<file path="src/hdl/instrPkg.sv">
`default_nettype none

package instrPkg;

	//////////////////////////////////////////////////////////////////////
	// Command side of the execution unit
	//////////////////////////////////////////////////////////////////////

	typedef enum logic [1:0] {
		opAdd = 2'b00,	// src1 + src2
		opSub = 2'b01,	// src1 - src2
		opMul = 2'b10,	// Low half of src1 * src2
		opMov = 2'b11	// Folded into the adder as src1 + 0
	} opCode_t;

	typedef logic [31:0] data_t;	// Operand or result word
	typedef logic [4:0] regIdx_t;	// Destination register

	typedef struct packed {
		logic valid;
		opCode_t op;
		regIdx_t dst;
		data_t src1;
		data_t src2;
	} command_t;	// 72 bits

endpackage

`default_nettype wire

</file>
<file path="src/hdl/resultPkg.sv">
`default_nettype none

package resultPkg;

	//////////////////////////////////////////////////////////////////////
	// Result side, tokens and write-back
	//////////////////////////////////////////////////////////////////////

	typedef logic [3:0] issueNo_t;	// Also the commit slot index

	// Travels next to the data through a pipeline
	typedef struct packed {
		logic valid;
		issueNo_t issueNo;
		instrPkg::regIdx_t dst;
	} token_t;	// 10 bits

	typedef struct packed {
		token_t token;
		instrPkg::data_t data;
	} wbResult_t;	// 42 bits

endpackage

`default_nettype wire

</file>
<file path="src/hdl/addPipe.sv">
`timescale 1ns/10ps
`default_nettype none

module addPipe #(
	parameter int ADD_DEPTH = 2
) (
	input wire logic clock,
	input wire logic reset,
	input wire instrPkg::command_t cmd,
	input wire resultPkg::issueNo_t tag,
	output resultPkg::wbResult_t result
);
	import instrPkg::*;
	import resultPkg::*;

	wbResult_t sum;	// Output of the arithmetic stage

	always_comb begin
		sum.token.valid = cmd.valid;
		sum.token.issueNo = tag;
		sum.token.dst = cmd.dst;
		sum.data = (cmd.op == opSub) ? cmd.src1 - cmd.src2 : cmd.src1 + cmd.src2;
	end

	//////////////////////////////////////////////////////////////////////
	// Delay stages after the adder
	//////////////////////////////////////////////////////////////////////

	generate
		if (ADD_DEPTH == 1) begin : gNoStage
			assign result = sum;	// Issue register is the only stage
		end else begin : gStages
			wbResult_t stage [ADD_DEPTH-1];

			always_ff @(posedge clock) begin
				stage[0] <= sum;
				for (int i = 1; i < ADD_DEPTH - 1; i++) begin
					stage[i] <= stage[i-1];
				end
				if (reset) begin
					for (int i = 0; i < ADD_DEPTH - 1; i++) begin
						stage[i].token.valid <= 1'b0;
					end
				end
			end

			assign result = stage[ADD_DEPTH-2];
		end
	endgenerate

endmodule

`default_nettype wire

</file>
<file path="src/hdl/commitBuffer.sv">
`timescale 1ns/10ps
`default_nettype none

module commitBuffer (
	input wire logic clock,
	input wire logic reset,
	input wire logic issued,
	input wire resultPkg::wbResult_t addResult,
	input wire resultPkg::wbResult_t mulResult,
	input wire logic commitGrant,
	output resultPkg::wbResult_t writeBack,
	output logic full
);
	import instrPkg::*;
	import resultPkg::*;

	localparam int SLOTS = 2 ** $bits(issueNo_t);

	data_t slotData [SLOTS];
	regIdx_t slotDst [SLOTS];
	logic [SLOTS-1:0] filled;	// Result present in slot
	issueNo_t head;	// Oldest issued command
	logic [4:0] count;	// Allocated slots
	logic commit;

	assign commit = filled[head] & commitGrant;
	assign full = (count == 5'(SLOTS));

	//////////////////////////////////////////////////////////////////////
	// Slot write from both pipelines
	//////////////////////////////////////////////////////////////////////

	always_ff @(posedge clock) begin
		if (addResult.token.valid) begin
			slotData[addResult.token.issueNo] <= addResult.data;
			slotDst[addResult.token.issueNo] <= addResult.token.dst;
		end
		if (mulResult.token.valid) begin
			slotData[mulResult.token.issueNo] <= mulResult.data;
			slotDst[mulResult.token.issueNo] <= mulResult.token.dst;
		end
	end

	// Commit always clears a different slot than the ones being filled
	always_ff @(posedge clock) begin
		if (reset) begin
			filled <= '0;
		end else begin
			if (commit) begin
				filled[head] <= 1'b0;
			end
			if (addResult.token.valid) begin
				filled[addResult.token.issueNo] <= 1'b1;
			end
			if (mulResult.token.valid) begin
				filled[mulResult.token.issueNo] <= 1'b1;
			end
		end
	end

	//////////////////////////////////////////////////////////////////////
	// Head pointer, occupancy and in-order write-back
	//////////////////////////////////////////////////////////////////////

	always_ff @(posedge clock) begin
		if (reset) begin
			head <= '0;
			count <= '0;
		end else begin
			if (commit) begin
				head <= head + 1'b1;
			end
			case ({issued, commit})
				2'b10: count <= count + 1'b1;
				2'b01: count <= count - 1'b1;
				default: count <= count;	// Both or neither
			endcase
		end
	end

	always_ff @(posedge clock) begin
		writeBack.token.issueNo <= head;
		writeBack.token.dst <= slotDst[head];
		writeBack.data <= slotData[head];
		if (reset) begin
			writeBack.token.valid <= 1'b0;
		end else begin
			writeBack.token.valid <= commit;	// One pulse per commit
		end
	end

	// A slot reserved at issue is filled once before its commit
	assert property (@(posedge clock) disable iff (reset)
		addResult.token.valid |-> !filled[addResult.token.issueNo])
		else $error("commitBuffer: add result into a filled slot");

	assert property (@(posedge clock) disable iff (reset)
		mulResult.token.valid |-> !filled[mulResult.token.issueNo])
		else $error("commitBuffer: multiply result into a filled slot");

	assert property (@(posedge clock) disable iff (reset)
		count <= 5'(SLOTS))
		else $error("commitBuffer: occupancy above slot count");

	assert property (@(posedge clock) disable iff (reset)
		(addResult.token.valid && mulResult.token.valid)
			|-> (addResult.token.issueNo != mulResult.token.issueNo))
		else $error("commitBuffer: both pipelines carry the same issue number");

endmodule

`default_nettype wire

</file>
<file path="src/hdl/execUnit.sv">
`timescale 1ns/10ps
`default_nettype none

module execUnit #(
	parameter int ADD_DEPTH = 2,
	parameter int MUL_DEPTH = 4
) (
	input wire logic clock,
	input wire logic reset,
	input wire instrPkg::command_t command,
	input wire logic commitGrant,
	output resultPkg::wbResult_t writeBack,
	output logic full
);
	import instrPkg::*;
	import resultPkg::*;

	command_t addCmd;
	command_t mulCmd;
	issueNo_t addTag;
	issueNo_t mulTag;
	logic issued;	// Slot reserved
	wbResult_t addResult;
	wbResult_t mulResult;

	//////////////////////////////////////////////////////////////////////
	// Decode and issue
	//////////////////////////////////////////////////////////////////////

	issueDecode i_issueDecode (
		.clock		(clock),
		.reset		(reset),
		.command	(command),
		.full		(full),
		.addCmd		(addCmd),
		.mulCmd		(mulCmd),
		.addTag		(addTag),
		.mulTag		(mulTag),
		.issued		(issued)
	);

	addPipe #(
		.ADD_DEPTH	(ADD_DEPTH)
	) i_addPipe (
		.clock		(clock),
		.reset		(reset),
		.cmd		(addCmd),
		.tag		(addTag),
		.result		(addResult)
	);

	mulPipe #(
		.MUL_DEPTH	(MUL_DEPTH)
	) i_mulPipe (
		.clock		(clock),
		.reset		(reset),
		.cmd		(mulCmd),
		.tag		(mulTag),
		.result		(mulResult)
	);

	//////////////////////////////////////////////////////////////////////
	// Reorder and commit
	//////////////////////////////////////////////////////////////////////

	commitBuffer i_commitBuffer (
		.clock		(clock),
		.reset		(reset),
		.issued		(issued),
		.addResult	(addResult),
		.mulResult	(mulResult),
		.commitGrant	(commitGrant),
		.writeBack	(writeBack),
		.full		(full)
	);

endmodule

`default_nettype wire

</file>
<file path="src/hdl/issueDecode.sv">
`timescale 1ns/10ps
`default_nettype none

module issueDecode (
	input wire logic clock,
	input wire logic reset,
	input wire instrPkg::command_t command,
	input wire logic full,
	output instrPkg::command_t addCmd,
	output instrPkg::command_t mulCmd,
	output resultPkg::issueNo_t addTag,
	output resultPkg::issueNo_t mulTag,
	output logic issued
);
	import instrPkg::*;
	import resultPkg::*;

	issueNo_t issueCnt;	// Next issue number, wraps at 16
	logic accept;
	logic toMul;

	assign accept = command.valid & ~full;
	assign toMul = (command.op == opMul);
	assign issued = accept;	// Reserves a slot this cycle

	//////////////////////////////////////////////////////////////////////
	// Issue register, first stage of both pipelines
	//////////////////////////////////////////////////////////////////////

	always_ff @(posedge clock) begin
		addCmd <= command;
		addCmd.valid <= accept & ~toMul;
		if (command.op == opMov) begin	// Move becomes add with zero
			addCmd.op <= opAdd;
			addCmd.src2 <= '0;
		end
		mulCmd <= command;
		mulCmd.valid <= accept & toMul;
		addTag <= issueCnt;
		mulTag <= issueCnt;
		if (reset) begin
			addCmd.valid <= 1'b0;
			mulCmd.valid <= 1'b0;
		end
	end

	always_ff @(posedge clock) begin
		if (reset) begin
			issueCnt <= '0;
		end else if (accept) begin
			issueCnt <= issueCnt + 1'b1;
		end
	end

	// Only one pipeline may take a given command
	assert property (@(posedge clock) disable iff (reset)
		!(addCmd.valid && mulCmd.valid))
		else $error("issueDecode: add and multiply commands valid together");

endmodule

`default_nettype wire

</file>
<file path="src/hdl/mulPipe.sv">
`timescale 1ns/10ps
`default_nettype none

module mulPipe #(
	parameter int MUL_DEPTH = 4
) (
	input wire logic clock,
	input wire logic reset,
	input wire instrPkg::command_t cmd,
	input wire resultPkg::issueNo_t tag,
	output resultPkg::wbResult_t result
);
	import instrPkg::*;
	import resultPkg::*;

	data_t product;
	token_t token;

	assign product = cmd.src1 * cmd.src2;	// Low 32 bits only
	assign token = '{valid: cmd.valid, issueNo: tag, dst: cmd.dst};

	//////////////////////////////////////////////////////////////////////
	// Product and token shift registers
	//////////////////////////////////////////////////////////////////////

	generate
		if (MUL_DEPTH == 1) begin : gNoStage
			assign result = '{token: token, data: product};
		end else begin : gStages
			data_t dataStage [MUL_DEPTH-1];
			token_t tokStage [MUL_DEPTH-1];

			always_ff @(posedge clock) begin	// Payload only
				dataStage[0] <= product;
				for (int i = 1; i < MUL_DEPTH - 1; i++) begin
					dataStage[i] <= dataStage[i-1];
				end
			end

			always_ff @(posedge clock) begin
				tokStage[0] <= token;
				for (int i = 1; i < MUL_DEPTH - 1; i++) begin
					tokStage[i] <= tokStage[i-1];
				end
				if (reset) begin
					for (int i = 0; i < MUL_DEPTH - 1; i++) begin
						tokStage[i].valid <= 1'b0;
					end
				end
			end

			assign result = '{token: tokStage[MUL_DEPTH-2], data: dataStage[MUL_DEPTH-2]};
		end
	endgenerate

endmodule

`default_nettype wire

</file>
<file path="config.mk">
export PLATFORM = sky130hd
export DESIGN_NAME = execUnit
export DESIGN_NICKNAME = d
export VERILOG_FILES = /design/src/hdl/instrPkg.sv /design/src/hdl/resultPkg.sv /design/src/hdl/addPipe.sv /design/src/hdl/commitBuffer.sv /design/src/hdl/execUnit.sv /design/src/hdl/issueDecode.sv /design/src/hdl/mulPipe.sv
export SDC_FILE = /design/constraint.sdc
export NUM_CORES = 2
export LEC_CHECK = 0
export BUFFER_PORTS_ARGS = -buffer_cell sky130_fd_sc_hd__buf_2
export CAP_MARGIN = 40
export CELL_PAD_IN_SITES_DETAIL_PLACEMENT = 1
export CELL_PAD_IN_SITES_GLOBAL_PLACEMENT = 1
export CORE_ASPECT_RATIO = 1.4
export CORE_MARGIN = 2
export CORE_UTILIZATION = 30
export CTS_CLUSTER_DIAMETER = 200
export DETAILED_ROUTE_END_ITERATION = 16
export GPL_ROUTABILITY_DRIVEN = 0
export PLACE_DENSITY = 0.53
export SLEW_MARGIN = 25
export SYNTH_ARGS = -nofsm -noshare
export SYNTH_HDL_FRONTEND = slang
export SYNTH_SLANG_ARGS = --single-unit
</file>
<file path="constraint.sdc">
create_clock -name clock -period 8.55 [get_ports clock]
set_clock_uncertainty 0.05 [all_clocks]
set_input_delay 1.2825 -clock clock [delete_from_list [all_inputs] [get_ports clock]]
set_output_delay 1.2825 -clock clock [all_outputs]
set_load 0.005 [all_outputs]
</file>
==> results.sh <==
export IMPL_status="completed"
export IMPL_clk_pin_slew_ps=60
export IMPL_gr_total_overflow=0
export IMPL_synth_nets=4821
export IMPL_hold_class="flop to flop"
export IMPL_path_class="flop to flop"
export IMPL_min_delay_start="i_mulPipe.gStages.dataStage[0][41]$_DFF_P_"
export IMPL_clock_power_share_pct=16.6
export IMPL_crit_start="i_issueDecode.mulCmd[7]$_DFF_P_"
export IMPL_maxCapViolCount=0
export IMPL_async_flop_share_pct=0
export IMPL_htree_levels=3
export IMPL_ys_flop_type="edfxtp_1"
export IMPL_final_setup_viol_count=0
export IMPL_end_kind="flop"
export IMPL_seqPwrFrac_pct=22.6
export IMPL_regToRegSetupSlack_ps=1060
export IMPL_yosysTopAreaCell="edfxtp_1"
export IMPL_viasPerCell=4.90
export IMPL_p_total_uw=28100
export IMPL_grt_pass1_vias=36800
export IMPL_cp_endpoint="i_mulPipe.gStages.dataStage[0][25]$_DFF_P_"
export IMPL_fin_crit_sh_pct=87.7
export IMPL_netlist_instances=4172
export IMPL_p_sw_share_pct=43.3
export IMPL_syn_avg_cell_area_um2=13.3
export IMPL_antenna_found_initial=10
export IMPL_port_buffers=117
export IMPL_p_switching_uw=12100
export IMPL_cts_buffer_depth=3
export IMPL_dp_hpwl_um=122000
export IMPL_design_core_area_um2=184000
export IMPL_cp_arrival_ps=8030
export IMPL_clock_latency_ps=730
export IMPL_ioPinCount=118
export IMPL_ant_nets=0
export IMPL_crit_fanout=16
export IMPL_ir_worst_vdd_uv=843
export IMPL_grt_pass1_wl_um=266000
export IMPL_ys_ff_latch=931
export IMPL_yosysSeqAreaShare_pct=44.3
export IMPL_grt_usage_pct=19.4
export IMPL_drive_above_1_share_pct=28.6
export IMPL_finalMaxSlewViolations=0
export IMPL_tns_ps=0
export IMPL_nets=4870
export IMPL_drt_iter0_markers=2027
export IMPL_routedWlPerCell_um=27.0
export IMPL_initial_utilization_pct=30.2
export IMPL_required_ps=9080
export IMPL_ys_types=68
export IMPL_intPower_uw=15900
export IMPL_pre_cts_slack_ps=970
export IMPL_clock_tree_root_cell="clkbuf_16"
export IMPL_dr_total_vias=33100
export IMPL_hold_viol=0
export IMPL_dr_pass1_iters=5
export IMPL_synth_warning_count=0
export IMPL_die_h_um=513
export IMPL_leakage_uw=0.0237
export IMPL_rows=186
export IMPL_synth_top_area_share_pct=32.1
export IMPL_area_growth_pct=13.8
export IMPL_holdBufCountCts=0
export IMPL_rsz0062_at_grt="no"
export IMPL_cts_buffers_inserted=99
export IMPL_final_cells=6753
export IMPL_p_per_area_nw_per_um2=445
export IMPL_r2r_start="i_issueDecode.mulCmd[7]$_DFF_P_"
export IMPL_die_w_um=367
export IMPL_cts_tree="built"
export IMPL_ff2ff_path_depth=21
export IMPL_grt_start_max_net_pins=106
export IMPL_routed_wl_um=182000
export IMPL_fin_ws_ps=1060
export IMPL_ys_top_cells_by_area="edfxtp_1 32%, fa_1 15%, dfxtp_1 12%, mux2_2 12%, mux4_2 7.7%"
export IMPL_drc=0
export IMPL_yosys_top_cells_count="592 x edfxtp_1, 592 x mux2_2, 415 x inv_1, 410 x fa_1, 371 x and2_1"
export IMPL_combPwrFrac_pct=60.8
export IMPL_clkSinkCount=931
export IMPL_startpoint_type="flop"
export IMPL_cts_setup_buffers=0
export IMPL_r2r_end="i_mulPipe.gStages.dataStage[0][25]$_DFF_P_"
export IMPL_dpl_cell_count=6560
export IMPL_die_area_um2=188000
export IMPL_synth_edff_count=592
export IMPL_slew_headroom_pct=38.2
export IMPL_min_period_ps=7490
export IMPL_worst_pin_slew_ps=927
export IMPL_fmax_mhz=133
export IMPL_cts_resized=0
export IMPL_postLayoutCoreUtil_pct=34.4
export IMPL_syn_area_um2=55500
[state kept, by name (all words and copies together), names as in the netlist]
register / count
i_issueDecode.mulCmd: 33
i_commitBuffer.head: 4
i_addPipe.gStages.stage: 33
i_commitBuffer.count: 5
i_commitBuffer.filled: 16
i_issueDecode.addCmd: 72
i_mulPipe.gStages.tokStage: 30
i_commitBuffer.slotDst: 80
i_issueDecode.issueCnt: 4
i_issueDecode.addTag: 4
i_mulPipe.gStages.dataStage: 96
i_commitBuffer.slotData: 512
i_commitBuffer.writeBack: 42
[cell type report]
class,count,area (µm²)
inverters,415,1560
repair buffers,231,2000
flip-flops and latches,931,24600
clock inverters,57,764
multi-input cells,2543,28400
clock buffers,130,2730
fillers,19300,121000
well taps,2444,3060
diodes,2,5.00
[per-layer routing]
metal | GRT usage (%) | part of all wire, %
met5 | 0 | 0
met4 | 5.21 | 2.7
met3 | 1.90 | 3.1
met2 | 35.0 | 52
met1 | 24.7 | 43
[cells in the final DEF (no fill, tap or decap), types with 9 or more instances in the layout]
cell       count
nor3_1        16
o21ai_0       34
nand2b_1      13
buf_4         75
mux2_2       592
nand4_1        9
inv_2         10
nand2_1      240
nor2b_1       15
o21ai_1       20
buf_16        19
edfxtp_1     592
xnor2_1      108
nand3_1       13
clkinv_1      11
clkbuf_16    100
and2_1       371
dfxtp_1      332
a21o_1        20
o21a_1         9
a31oi_1       15
clkinv_2      15
ha_1         164
clkbuf_8      11
inv_1        405
buf_12        10
a211oi_1       9
bufinv_16     15
clkbuf_1      19
nor2_4         9
a21oi_1       90
buf_2        118
mux4_2       190
xor2_1        40
nor2_1        59
fa_1         410
[metrics by stage]
step / hold slack [ps] / instance area, µm²
after floorplan: 260 / 55500
after global placement: 260 / 58800
after global routing: 281 / 63100
after detailed placement: 263 / 59500
final: 274 / 63100
after CTS: 277 / 63000
[cell families (layout without fill, tap and decap cells)]
family | count (synthesis) | after routing | synth area share, %
other | 0 | 2 | 0
AOI/OAI and AO/OA | 236 | 236 | 2.65
DFF | 931 | 931 | 44.3
and+or+nand+nor | 800 | 800 | 7.66
adders and majority gates | 574 | 574 | 18.5
muxes | 784 | 784 | 19.8
buffers and inverters | 698 | 833 | 4.77
xor gates and xnor gates | 149 | 149 | 2.37
[power by group through the flow]
stage          logic (µW)  clock network (µW)  registers, µW
3_5_place_dp        17200                   0           6450
2_1_floorplan       12600                   0           5900
6_report            17000                4660           6350
5_1_grt             19200                4960           6430
4_1_cts             17300                4790           6350
3_3_place_gp        17000                   0           6460
[worst max-delay path: stages, from the launching register on]
cell	delay (ps)
dfxtp_1	830
buf_4	310
and2_1	160
fa_1	450
fa_1	510
fa_1	530
inv_1	70
fa_1	490
inv_1	50
ha_1	270
ha_1	290
fa_1	500
fa_1	420
ha_1	430
a21oi_1	190
o21ai_0	140
a22oi_1	450
a21oi_1	120
buf_4	180
a311oi_1	550
o21ai_0	220
xor2_1	170
[worst min path at each step]
stage                                                       to  depth (start not counted)
CTS                 i_mulPipe.gStages.dataStage[0][83]$_DFF_P_                          0
finish              i_mulPipe.gStages.dataStage[0][73]$_DFF_P_                          0
detailed placement  i_mulPipe.gStages.dataStage[0][41]$_DFF_P_                          0
global route        i_mulPipe.gStages.dataStage[0][36]$_DFF_P_                          0
floorplan           i_mulPipe.gStages.dataStage[0][32]$_DFF_P_                          0
global placement    i_mulPipe.gStages.dataStage[0][48]$_DFF_P_                          0
(Power assumes the default switching activity.)
